[src/common/adc_settings.svh]
`ifndef ADC_SETTINGS_SVH
`define ADC_SETTINGS_SVH

////////////////////
// SPI timing

// ctl_clk cycles per SCK half-period, 5 MHz SCK at 100 MHz
`define ADC_SPI_CLKDIV 10

////////////////////
// Power-on microcode

// ctl_clk cycles between microcode steps
`define ADC_STEP_INTERVAL 1024

// Lines in the init table
`define ADC_INIT_STEPS 14

`endif

[src/common/adc_types_pkg.sv]
package adc_types_pkg;

	////////////////////
	// ADC register access

	typedef logic [7:0]  reg_addr_t;  // ADC register address
	typedef logic [15:0] reg_value_t; // Register contents

	// One register write, address byte goes out first
	typedef struct packed {
		reg_addr_t  addr;
		reg_value_t value;
	} reg_write_t;

	////////////////////
	// Power-on microcode

	// One microcode line, 27 bits
	typedef struct packed {
		logic       wr;    // Line carries a register write
		reg_write_t write;
		logic       rst_n; // ADC reset pin level
		logic       pd;    // ADC power-down pin level
	} init_step_t;

	typedef logic [3:0] step_index_t; // Microcode line number

	typedef enum logic [1:0] {
		SEQ_WAIT, // Before the first tick
		SEQ_RUN,  // Stepping through the table
		SEQ_DONE  // Table finished, host owns the bus
	} seq_state_t;

endpackage

[src/common/spi_types_pkg.sv]
package spi_types_pkg;

	////////////////////
	// SPI datapath

	typedef logic [7:0] spi_byte_t;  // One byte on MOSI
	typedef logic [2:0] bit_count_t; // Bit within the byte
	typedef logic [7:0] div_count_t; // SCK half-period counter

	////////////////////
	// State machines

	typedef enum logic {
		SH_IDLE,
		SH_SHIFT
	} shift_state_t;

	// Named for the byte queued on leaving the state
	typedef enum logic [2:0] {
		WR_IDLE,
		WR_ADDR,
		WR_HI,
		WR_LO,
		WR_END
	} wr_state_t;

endpackage

[src/spi/spi_shifter.sv]
`timescale 1ns/1ns
`include "adc_settings.svh"

module spi_shifter (
	input logic ctl_clk,
	input logic reset,
	input logic shift_en,                   // Start strobe
	input spi_types_pkg::spi_byte_t tx_byte, // Taken with shift_en
	output logic spi_sck,
	output logic spi_mosi,
	output logic shift_done                 // One cycle after the last falling SCK
);

	localparam spi_types_pkg::div_count_t DIV_LAST =
		spi_types_pkg::div_count_t'(`ADC_SPI_CLKDIV - 1);

	spi_types_pkg::shift_state_t state;
	spi_types_pkg::div_count_t div_cnt; // Cycles into the half-period
	spi_types_pkg::bit_count_t bit_cnt; // Bits already sent
	spi_types_pkg::spi_byte_t shreg;    // MSB is the bit on the wire

	logic start;    // Accepted shift_en
	logic half_end; // Last cycle of a half-period
	logic sck_fall; // Falling SCK, next bit goes out

	assign start    = shift_en && (state == spi_types_pkg::SH_IDLE);
	assign half_end = (state == spi_types_pkg::SH_SHIFT) && (div_cnt == DIV_LAST);
	assign sck_fall = half_end && spi_sck;

	////////////////////
	// Control

	always_ff @(posedge ctl_clk) begin
		shift_done <= 1'b0;
		if (reset) begin
			state    <= spi_types_pkg::SH_IDLE;
			div_cnt  <= '0;
			bit_cnt  <= '0;
			spi_sck  <= 1'b0; // SPI mode 0, idle low
			spi_mosi <= 1'b0;
		end else if (start) begin
			state    <= spi_types_pkg::SH_SHIFT;
			div_cnt  <= '0;
			bit_cnt  <= '0;
			spi_mosi <= tx_byte[7]; // MSB ahead of first rising edge
		end else if (state == spi_types_pkg::SH_SHIFT) begin
			div_cnt <= half_end ? '0 : div_cnt + 1'b1;
			if (half_end && !spi_sck) begin
				spi_sck <= 1'b1; // Slave samples here
			end else if (sck_fall) begin
				spi_sck <= 1'b0;
				if (bit_cnt == 3'd7) begin
					// Byte finished
					state      <= spi_types_pkg::SH_IDLE;
					spi_mosi   <= 1'b0;
					shift_done <= 1'b1;
				end else begin
					bit_cnt  <= bit_cnt + 1'b1;
					spi_mosi <= shreg[6]; // Next bit
				end
			end
		end
	end

	// Shift register, data only
	always_ff @(posedge ctl_clk) begin
		if (start)
			shreg <= tx_byte;
		else if (sck_fall)
			shreg <= {shreg[6:0], 1'b0};
	end

	// Writer waits for shift_done before queueing the next byte
	a_no_restart: assert property (@(posedge ctl_clk) disable iff (reset)
		shift_en |-> state == spi_types_pkg::SH_IDLE);

endmodule

[src/spi/reg_write_fsm.sv]
`timescale 1ns/1ns

module reg_write_fsm (
	input logic ctl_clk,
	input logic reset,
	input logic reg_wr,                     // Start strobe
	input adc_types_pkg::reg_write_t wr_cmd, // Taken with reg_wr
	output logic spi_sck,
	output logic spi_mosi,
	output logic spi_cs_n,
	output logic wr_busy,                   // High from the cycle after reg_wr
	output logic wr_done                    // Pulse with cs_n rising
);

	spi_types_pkg::wr_state_t state;
	adc_types_pkg::reg_write_t cmd; // Latched command
	logic shift_en;
	logic shift_done;
	spi_types_pkg::spi_byte_t tx_byte;

	spi_shifter i_spi_shifter (
		.ctl_clk    (ctl_clk),
		.reset      (reset),
		.shift_en   (shift_en),
		.tx_byte    (tx_byte),
		.spi_sck    (spi_sck),
		.spi_mosi   (spi_mosi),
		.shift_done (shift_done)
	);

	assign wr_busy = (state != spi_types_pkg::WR_IDLE);

	// Byte offered to the shifter
	// shift_en is registered, so the state has already moved on when it fires
	always_comb begin
		case (state)
			spi_types_pkg::WR_HI:  tx_byte = cmd.addr;
			spi_types_pkg::WR_LO:  tx_byte = cmd.value[15:8];
			spi_types_pkg::WR_END: tx_byte = cmd.value[7:0];
			default:               tx_byte = cmd.addr;
		endcase
	end

	// Command latch
	always_ff @(posedge ctl_clk) begin
		if (reg_wr && !wr_busy)
			cmd <= wr_cmd;
	end

	////////////////////
	// Frame FSM

	always_ff @(posedge ctl_clk) begin
		shift_en <= 1'b0;
		wr_done  <= 1'b0;
		if (reset) begin
			state    <= spi_types_pkg::WR_IDLE;
			spi_cs_n <= 1'b1;
		end else begin
			case (state)
				spi_types_pkg::WR_IDLE: begin
					if (reg_wr) begin
						spi_cs_n <= 1'b0; // Open the frame
						state    <= spi_types_pkg::WR_ADDR;
					end
				end
				spi_types_pkg::WR_ADDR: begin
					shift_en <= 1'b1; // Address byte
					state    <= spi_types_pkg::WR_HI;
				end
				spi_types_pkg::WR_HI: begin
					if (shift_done) begin
						shift_en <= 1'b1; // Value, high byte
						state    <= spi_types_pkg::WR_LO;
					end
				end
				spi_types_pkg::WR_LO: begin
					if (shift_done) begin
						shift_en <= 1'b1; // Value, low byte
						state    <= spi_types_pkg::WR_END;
					end
				end
				spi_types_pkg::WR_END: begin
					if (shift_done) begin
						spi_cs_n <= 1'b1; // Close the frame
						wr_done  <= 1'b1;
						state    <= spi_types_pkg::WR_IDLE;
					end
				end
				default: state <= spi_types_pkg::WR_IDLE;
			endcase
		end
	end

	// Sequencer never overlaps two writes
	a_wr_idle: assert property (@(posedge ctl_clk) disable iff (reset)
		reg_wr |-> state == spi_types_pkg::WR_IDLE);

	// SCK only toggles inside a chip-select window
	a_sck_in_frame: assert property (@(posedge ctl_clk) disable iff (reset)
		spi_sck |-> !spi_cs_n);

endmodule

[src/source/interval_timer.sv]
`timescale 1ns/1ns
`include "adc_settings.svh"

module interval_timer (
	input logic ctl_clk,
	input logic reset,
	input logic step_en,   // Count while high
	output logic step_tick // One cycle per interval
);

	localparam int CNT_W = $clog2(`ADC_STEP_INTERVAL);

	typedef logic [CNT_W-1:0] tick_count_t;

	localparam tick_count_t CNT_LAST = tick_count_t'(`ADC_STEP_INTERVAL - 1);

	tick_count_t count;

	always_ff @(posedge ctl_clk) begin
		step_tick <= 1'b0;
		if (reset || !step_en) begin
			count <= '0; // Restart interval when disabled
		end else if (count == CNT_LAST) begin
			count     <= '0;
			step_tick <= 1'b1;
		end else begin
			count <= count + 1'b1;
		end
	end

endmodule

[src/source/init_rom.sv]
`timescale 1ns/1ns

module init_rom (
	input adc_types_pkg::step_index_t step_index,
	output adc_types_pkg::init_step_t step
);

	// Pin levels only, no write
	function automatic adc_types_pkg::init_step_t pins(input logic rst_n, input logic pd);
		adc_types_pkg::init_step_t line;
		line       = '0;
		line.rst_n = rst_n;
		line.pd    = pd;
		return line;
	endfunction

	// Register write with pins at run levels
	function automatic adc_types_pkg::init_step_t regw(input adc_types_pkg::reg_addr_t addr,
		input adc_types_pkg::reg_value_t value);
		adc_types_pkg::init_step_t line;
		line             = pins(1'b1, 1'b0);
		line.wr          = 1'b1;
		line.write.addr  = addr;
		line.write.value = value;
		return line;
	endfunction

	always_comb begin
		case (step_index)
			4'd0:    step = pins(1'b0, 1'b0);       // Reset pulse
			4'd1:    step = pins(1'b1, 1'b0);
			4'd2:    step = pins(1'b1, 1'b1);       // Power-down pulse
			4'd3:    step = pins(1'b1, 1'b0);
			4'd4:    step = regw(8'h31, 16'h0001); // Single channel, no clock divide
			4'd5:    step = pins(1'b1, 1'b1);       // Power-down pulse
			4'd6:    step = pins(1'b1, 1'b0);
			4'd7:    step = regw(8'h3a, 16'h0202); // Input 1 on cores 1 and 2
			4'd8:    step = regw(8'h3b, 16'h0202); // Input 1 on cores 3 and 4
			4'd9:    step = regw(8'h53, 16'h0000);
			4'd10:   step = pins(1'b1, 1'b1);       // Power-down pulse
			4'd11:   step = pins(1'b1, 1'b0);
			4'd12:   step = regw(8'h56, 16'h0008);
			4'd13:   step = regw(8'h30, 16'h00ff);
			default: step = pins(1'b1, 1'b0);       // Run levels
		endcase
	end

endmodule

[src/source/init_sequencer.sv]
`timescale 1ns/1ns
`include "adc_settings.svh"

module init_sequencer (
	input logic ctl_clk,
	input logic reset,
	input logic step_tick,
	input adc_types_pkg::init_step_t step,     // Line at step_index
	input logic wr_busy,
	input logic wr_done,
	input logic host_wr,
	input adc_types_pkg::reg_write_t host_cmd,
	output logic step_en,
	output adc_types_pkg::step_index_t step_index,
	output logic reg_wr,
	output adc_types_pkg::reg_write_t wr_cmd,
	output logic adc_pd,
	output logic adc_rst_n,
	output logic init_done,
	output logic host_busy
);

	localparam adc_types_pkg::step_index_t LAST_STEP =
		adc_types_pkg::step_index_t'(`ADC_INIT_STEPS - 1);

	adc_types_pkg::seq_state_t state;
	logic wr_pend; // From reg_wr until the writer reports done
	logic step_go; // Apply the current line
	logic host_go; // Accept a host write
	logic issue;   // Start a register write

	assign step_en   = (state != adc_types_pkg::SEQ_DONE);
	assign init_done = (state == adc_types_pkg::SEQ_DONE);
	assign host_busy = !init_done || wr_pend || wr_busy; // Covers the reg_wr cycle too

	assign step_go = step_tick && step_en;
	assign host_go = host_wr && !host_busy; // Strobes while busy are dropped
	assign issue   = (step_go && step.wr) || host_go;

	////////////////////
	// Microcode stepping

	always_ff @(posedge ctl_clk) begin
		if (reset) begin
			state      <= adc_types_pkg::SEQ_WAIT;
			step_index <= '0;
			adc_pd     <= 1'b0;
			adc_rst_n  <= 1'b1;
			reg_wr     <= 1'b0;
			wr_pend    <= 1'b0;
		end else begin
			reg_wr <= issue;
			if (issue)
				wr_pend <= 1'b1;
			else if (wr_done)
				wr_pend <= 1'b0;

			if (step_go) begin
				adc_pd    <= step.pd;
				adc_rst_n <= step.rst_n;
				if (step_index == LAST_STEP) begin
					state <= adc_types_pkg::SEQ_DONE; // Index parks on the last line
				end else begin
					step_index <= step_index + adc_types_pkg::step_index_t'(1);
					state      <= adc_types_pkg::SEQ_RUN;
				end
			end
		end
	end

	// Command to the writer, microcode first then host
	always_ff @(posedge ctl_clk) begin
		if (step_go)
			wr_cmd <= step.write;
		else if (host_go)
			wr_cmd <= host_cmd;
	end

	// Table has no line past the end
	a_index_range: assert property (@(posedge ctl_clk) disable iff (reset)
		step_index <= LAST_STEP);

endmodule

[src/source/adc_ctl_top.sv]
`timescale 1ns/1ns

module adc_ctl_top (
	input logic ctl_clk,
	input logic reset,
	input logic host_wr,
	input adc_types_pkg::reg_write_t host_cmd,
	output logic spi_sck,
	output logic spi_mosi,
	output logic spi_cs_n,
	output logic adc_pd,
	output logic adc_rst_n,
	output logic init_done,
	output logic host_busy
);

	logic step_en;
	logic step_tick;
	logic reg_wr;
	logic wr_busy;
	logic wr_done;
	adc_types_pkg::step_index_t step_index;
	adc_types_pkg::init_step_t step;
	adc_types_pkg::reg_write_t wr_cmd;

	////////////////////
	// Power-on sequencing

	interval_timer i_interval_timer (
		.ctl_clk   (ctl_clk),
		.reset     (reset),
		.step_en   (step_en),
		.step_tick (step_tick)
	);

	init_rom i_init_rom (
		.step_index (step_index),
		.step       (step)
	);

	init_sequencer i_init_sequencer (
		.ctl_clk    (ctl_clk),
		.reset      (reset),
		.step_tick  (step_tick),
		.step       (step),
		.wr_busy    (wr_busy),
		.wr_done    (wr_done),
		.host_wr    (host_wr),
		.host_cmd   (host_cmd),
		.step_en    (step_en),
		.step_index (step_index),
		.reg_wr     (reg_wr),
		.wr_cmd     (wr_cmd),
		.adc_pd     (adc_pd),
		.adc_rst_n  (adc_rst_n),
		.init_done  (init_done),
		.host_busy  (host_busy)
	);

	////////////////////
	// SPI register writer

	reg_write_fsm i_reg_write_fsm (
		.ctl_clk  (ctl_clk),
		.reset    (reset),
		.reg_wr   (reg_wr),
		.wr_cmd   (wr_cmd),
		.spi_sck  (spi_sck),
		.spi_mosi (spi_mosi),
		.spi_cs_n (spi_cs_n),
		.wr_busy  (wr_busy),
		.wr_done  (wr_done)
	);

endmodule

[config.mk]
export PLATFORM = sky130hd
export DESIGN_NAME = adc_ctl_top
export DESIGN_NICKNAME = d
export VERILOG_FILES = /design/src/common/adc_types_pkg.sv /design/src/common/spi_types_pkg.sv /design/src/spi/spi_shifter.sv /design/src/spi/reg_write_fsm.sv /design/src/source/interval_timer.sv /design/src/source/init_rom.sv /design/src/source/init_sequencer.sv /design/src/source/adc_ctl_top.sv
export VERILOG_INCLUDE_DIRS = /design/src /design/src/common
export SDC_FILE = /design/constraint.sdc
export NUM_CORES = 1
export LEC_CHECK = 0
export BUFFER_PORTS_ARGS = -buffer_cell sky130_fd_sc_hd__buf_2
export CAP_MARGIN = 20
export CORE_MARGIN = 1
export CORE_UTILIZATION = 56
export CTS_BUF_LIST = sky130_fd_sc_hd__clkbuf_2
export CTS_CLUSTER_DIAMETER = 60
export DETAILED_ROUTE_END_ITERATION = 6
export PLACE_DENSITY_LB_ADDON = 0.1
export SKIP_CTS_REPAIR_TIMING = 1
export SLEW_MARGIN = 30
export SYNTH_ARGS = -nofsm -noshare
export SYNTH_HDL_FRONTEND = slang
export SYNTH_HIERARCHICAL = 1
export SYNTH_SLANG_ARGS = --single-unit
export TNS_END_PERCENT = 50
[constraint.sdc]
create_clock -name ctl_clk -period 1.9 [get_ports ctl_clk]
set_input_delay 0.095 -clock ctl_clk [delete_from_list [all_inputs] [get_ports ctl_clk]]
set_output_delay 0.095 -clock ctl_clk [all_outputs]
set_load 0.03 [all_outputs]
* Word-level counts from Yosys, hierarchy flattened
Memories as Yosys holds them, arrays and structs flattened. A register that Yosys moved wholly into a read port is not among the register bits.
Index checks and enable logic that the tools add are counted.
Widths: inputs -> output; s select.
** Word-level totals
- Flip-flop bits (word level) :: 97
- Bits in read-only memories :: 304
- Bits of input ports :: 27
- Output and inout port bits :: 7
- Word-level logic and storage cells :: 121
- Memories :: 1
** Memory list
- (no name shown) :: depth 16, bits a word 19, rd ports 1, clocked after Yosys merged registers in 1, write ports 0, line init_rom.sv:29 : case (step_index)
** Operators by class
- Add/sub/neg operators :: 4
- Equality and inequality tests :: 15
- Mux-type cells :: 35
- Bitwise logic cells :: 7
- Reductions and logical operators :: 36
** Operators by type and width (number)
- $mux 24 :: 2
- $mux 1 :: 19
- $pmux 8 s2 :: 1
- $pmux 3 s5 :: 1
- $mux 7 :: 2
- $mux 3 :: 4
- $ne 2x2->1 const B :: 6
- $reduce_bool 2->1 :: 6
- $add 10x1->10 const B :: 1
- $eq 10x10->1 const B :: 1
- $reduce_and 3->1 :: 3
- $add 8x1->8 const B :: 1
- $eq 8x4->1 const B :: 1
- $logic_and 1x1->1 :: 8
- $mux 4 :: 2
- $mux 8 :: 1
- $reduce_and 4->1 :: 2
- $reduce_or 2->1 :: 4
- $not 1->1 :: 7
- $eq 3x2->1 const B :: 2
- $eq 3x3->1 const B :: 2
- $logic_not 1->1 :: 5
- $reduce_or 5->1 :: 1
- $add 4x1->4 const B :: 1
- other kinds (10) :: 14

* Logic depth before layout (Yosys ltp)
- Depth after elaboration :: 8
- Depth in mapped cells :: 7
- Depth with buffers taken out :: 6

* By module
Netlist, hierarchy kept.
** Modules (own cells, without submodules)
- init_sequencer :: instances 1, cells an instance 100, area each 1465.2 µm²
- reg_write_fsm :: instances 1, cells an instance 108, area each 1333.8 µm²
- spi_shifter :: instances 1, cells an instance 115, area each 1049.8 µm²
- interval_timer :: instances 1, cells an instance 54, area each 479.2 µm²
- init_rom :: instances 1, cells an instance 55, area each 386.6 µm²

* Worst setup path after synthesis
No wires, ideal clock.
- Path kind :: flip-flop to flip-flop
- From :: register i_reg_write_fsm.i_spi_shifter.div_cnt[4]
- To :: register i_reg_write_fsm.i_spi_shifter.shreg[0] (enable)
- Setup time :: 0.383 ns
- Data arrival time :: 1.607 ns
- Slack :: -0.090 ns
- Stages on the path, launching flop included :: 4
- Cell sequence :: dfxtp_1 > or4_1 > buf_2 > o31ai_1
** On the way
- Longest elaborated chain between the ends :: 4
** Ends and longest elaborated chain
- start, declared :: line spi_shifter.sv:18 : spi_types_pkg::div_count_t div_cnt;
- start signal, assigned :: line spi_shifter.sv:47 : div_cnt <= half_end ? '0 : div_cnt + 1'b1;
- $eq 8x4->1 :: line spi_shifter.sv:27 : assign half_end = (state == spi_types_pkg::SH_SHIFT) && (div_cnt == DIV_LAST);
- $logic_and 1x1->1 :: line spi_shifter.sv:27
- $logic_and 1x1->1 :: line spi_shifter.sv:28 : assign sck_fall = half_end && spi_sck;
- $reduce_bool 2->1 (no source line)
- end signal, assigned :: line spi_shifter.sv:68 : shreg <= tx_byte;
- end signal, assigned :: line spi_shifter.sv:70 : shreg <= {shreg[6:0], 1'b0};
- end, declared :: line spi_shifter.sv:20 : spi_types_pkg::spi_byte_t shreg;
Every way passes these cells.
A chain may end at the register's enable or synchronous reset.

* Worst setup path in the final report
- From :: register i_reg_write_fsm.i_spi_shifter.div_cnt[4]
- To :: register i_reg_write_fsm.i_spi_shifter.shreg[6] (enable)
The elaborated chain is that of the path after synthesis.

==> results by group <==
STA
  – Worst slew pin tran: 657 ps
  – Final Hold Vio Count: 0
  – Max Fclk: 0.557 GHz
  – Final setup violating endpoints: 0
  – Setup TNS: 0 ps
  – Slew margin rel.: 56.2%
  – Post-route clock period utilization: 94.4%
  – Clock skew: 32.8 ps
  – Min Tclk post-route: 1790 ps
  – Slew Viols, Final: 0
  – Setup ws final: 106 ps
  – RSZ-0062 raised after global routing: no

Pwr
  – Internal power: 2510 uW
  – Sw Ratio: 24.3%
  – P_leak: 0.00199 uW
  – Power share of the sequential group: 66.7%
  – Comb power frac: 3.9%
  – Clock Power Share: 29.3%
  – VDD IR max: 0.000377 V
  – Switching Power: 808 uW
  – PwrDens: 619 nW/um^2

Clock tree
  – CTS Sinks: 97
  – CTS max path bufs: 2
  – Clk root buf: clkbuf_2
  – CTS Buf Count: 9
  – Later-pin clock latency in the skew report: 560 ps
  – Clock slew at reported path FFs: 290 ps
  – H-tree levels: 3
  – CTS tree: done

Yosys
  – Synth Area in Simple Gates: 18.4%
  – Mapped Cells: 432
  – Synthesis Warnings: 6
  – Synth top cells by count: edfxtp_1, dfxtp_1, nand2_1
  – Top-area cell type share of the netlist area: 35.0%
  – Largest area contributor in the netlist: edfxtp_1
  – #FFs+latches synth: 97
  – Post-synthesis sequential area ratio: 52.9%
  – Syn avg cell area: 10.9 sq um
  – Synth Area in Adders: 3.45%
  – Post-synthesis cell area: 4710 sq um
  – Most common cell in the netlist: edfxtp_1
  – Largest family of logic cells by synthesized area: simple AND/OR/NAND/NOR gates
  – Count of cell types in the netlist: 57
  – Largest cells by area after synthesis: edfxtp_1, dfxtp_1, mux2_2
  – XOR/XNOR Fraction of Synth Area: 1.49%
  – Post-synthesis compound-gate area fraction: 10.5%
  – Primary FF master, synth: edfxtp_1
  – Asr flop ratio synth: 0%
  – Number of synthesized flops with an enable pin: 55
  – Post-synthesis mux area share: 6.79%

Placed design
  – Detail Placement HPWL: 5740 microns
  – GP Congestion: 0.820
  – Dpl ws: 150 ps
  – DP Area: 4960 sq um
  – IO Port Bufs: 33

Finish
  – P&R area growth vs syn: 13.8%
  – ANT cells: 0
  – Final Instance Area: 5370 sq um
  – FILL cells: 657
  – Post-layout net count: 533
  – Post-Route Utilization: 65.6%
  – Share of layout cells above drive strength 1: 21.7%

Run status
  – Status: finished clean

Critical path
  – Largest fanout on the critical path: 9
  – Slowest cell on crit path: or4_1
  – Crit path buffers/inverters: 1
  – Worst path cell trace: or4_1 > o31ai_2 > buf_4
  – CP Class: reg -> reg
  – Critical Path Sink Type: register
  – Required @ worst endpoint: 2210 ps
  – R2R cell count: 3
  – Slowest stage delay, CP: 690 ps
  – Crit path depth: 3
  – CP arrival: 2110 ps
  – CP Launch Type: register
  – CP delay by family, top: simple AND/OR/NAND/NOR gates

Floorplan
  – Die H: 93.8 microns
  – I/O pin total: 34
  – Initial Util: 57.7%
  – Die ar.: 8790 sq um
  – Num rows: 33
  – Core Region: 8180 sq um
  – Horiz. Die Dim: 93.8 microns

Global route
  – Vias in the first global route: 2,849
  – Total GRT Usage: 20.0%
  – First-pass GRT wire length: 13,300 microns
  – Total grt overflow: 0
  – Initial antenna violation count: 0
  – Largest net degree at the start of global routing: 31

Drt
  – Routed WL: 8630 microns
  – WL per Instance: 14.3 microns
  – Final ANT Viol Nets: 0
  – Via count: 3,274
  – Iteration-0 DRC Markers: 108
  – Drc violations: 0
  – Vias/cell: 5.43
  – Drt first pass iters: 5

Min path
  – Hold Crit Depth: 3
  – HP Class: in -> reg

Job
  – MaxCap Viol Count: 0
[path summary, 6_finish.rpt]
| kind | start | endpoint | slack, ps |
|---|---|---|---|
| max | i_reg_write_fsm/i_spi_shifter/div_cnt[4] | i_reg_write_fsm/i_spi_shifter/shreg[6] | 110 |
| min | reset | i_init_sequencer/state[0] | 330 |
| max reg2reg | i_reg_write_fsm/i_spi_shifter/div_cnt[4] | i_reg_write_fsm/i_spi_shifter/shreg[6] | 110 |
| min reg2reg | i_init_sequencer/wr_cmd[19] | i_reg_write_fsm/cmd[19] | 450 |
[power groups by stage]
stage	logic [uW]	clock network [uW]	registers (uW)
6_report	131	974	2220
5_1_grt	144	1100	2220
4_1_cts	87.1	1010	2220
3_5_place_dp	86.2	0	2260
3_3_place_gp	83.4	0	2260
2_1_floorplan	57.4	0	2260
[registers in the layout (all words and copies together), names as in the netlist, 2 cells and up]
register                               count
i_init_sequencer/wr_cmd                   24
i_reg_write_fsm/cmd                       24
i_interval_timer/count                    10
i_reg_write_fsm/i_spi_shifter/div_cnt      8
i_reg_write_fsm/i_spi_shifter/shreg        7
i_init_sequencer/step_index                4
i_reg_write_fsm/i_spi_shifter/bit_cnt      3
i_reg_write_fsm/state                      3
i_init_sequencer/state                     2
[worst reg2reg max path, delay by kind of cell, from the launching register on]
family	cells	cell delay [ps]
AOI/OAI and AO/OA	1	260
and+or+nand+nor	1	690
buffers and inverters	1	200
DFF	1	410
[layout make-up]
class | count | area, sq um | area share, %
clock buffer | 9 | 45.0 | 0.839
timing repair buffer | 78 | 596 | 11.1
sequential | 97 | 2500 | 46.5
tap | 105 | 131 | 2.45
inverter | 12 | 45.0 | 0.839
multi-input combinational | 295 | 1980 | 37.0
clock inverter | 7 | 70.1 | 1.31
[layer usage]
layer | routed length [microns] | vias to the layer above | track usage, %
li1 | - | 1684 | -
met1 | 4110 | 1521 | 27.3
met2 | 4150 | 58 | 31.1
met3 | 231 | 11 | 4.37
met4 | 132 | 0 | 7.56
met5 | 0 | - | 0
[per-stage QoR]
step | instances | hold slack, ps | total power (uW)
2_1_floorplan | 439 | 164 | 2320
3_3_place_gp | 562 | 369 | 2340
3_5_place_dp | 562 | 371 | 2350
4_1_cts | 578 | -264 | 3320
5_1_grt | 603 | 274 | 3460
6_report | 603 | 328 | 3320
[logic make-up after synthesis]
group | after synthesis
adders and majority gates | 13
AOI/OAI and AO/OA | 79
buffers and inverters | 47
xor gates and xnor gates | 8
and+or+nand+nor | 158
other | 1
DFF | 97
muxes | 29
[layout by cell type (no fill, tap or decap), types with 6 or more instances in the layout]
cell           synthesis  layout
inv_1                 12      12
mux2_2                24      24
clkbuf_2               1       9
edfxtp_1              55      55
nor2b_1                8       8
dfxtp_1               42      39
nand4_1                6       6
conb_1                 1       8
or3_1                 14      14
o22ai_1                9       9
dlygate4sd3_1          0      26
buf_2                  6      32
ha_1                  13      13
o21ai_0                8       8
nor3_1                12      11
nor2_1                19      18
and3_1                 7       7
nand3_1               14      14
nand2_1               37      35
nand2b_1              17      16
a21oi_1               25      25
a211oi_1               9       9
buf_4                 17      18
xor2_1                 6       6
Note: power is estimated with default switching activity, not from simulation.
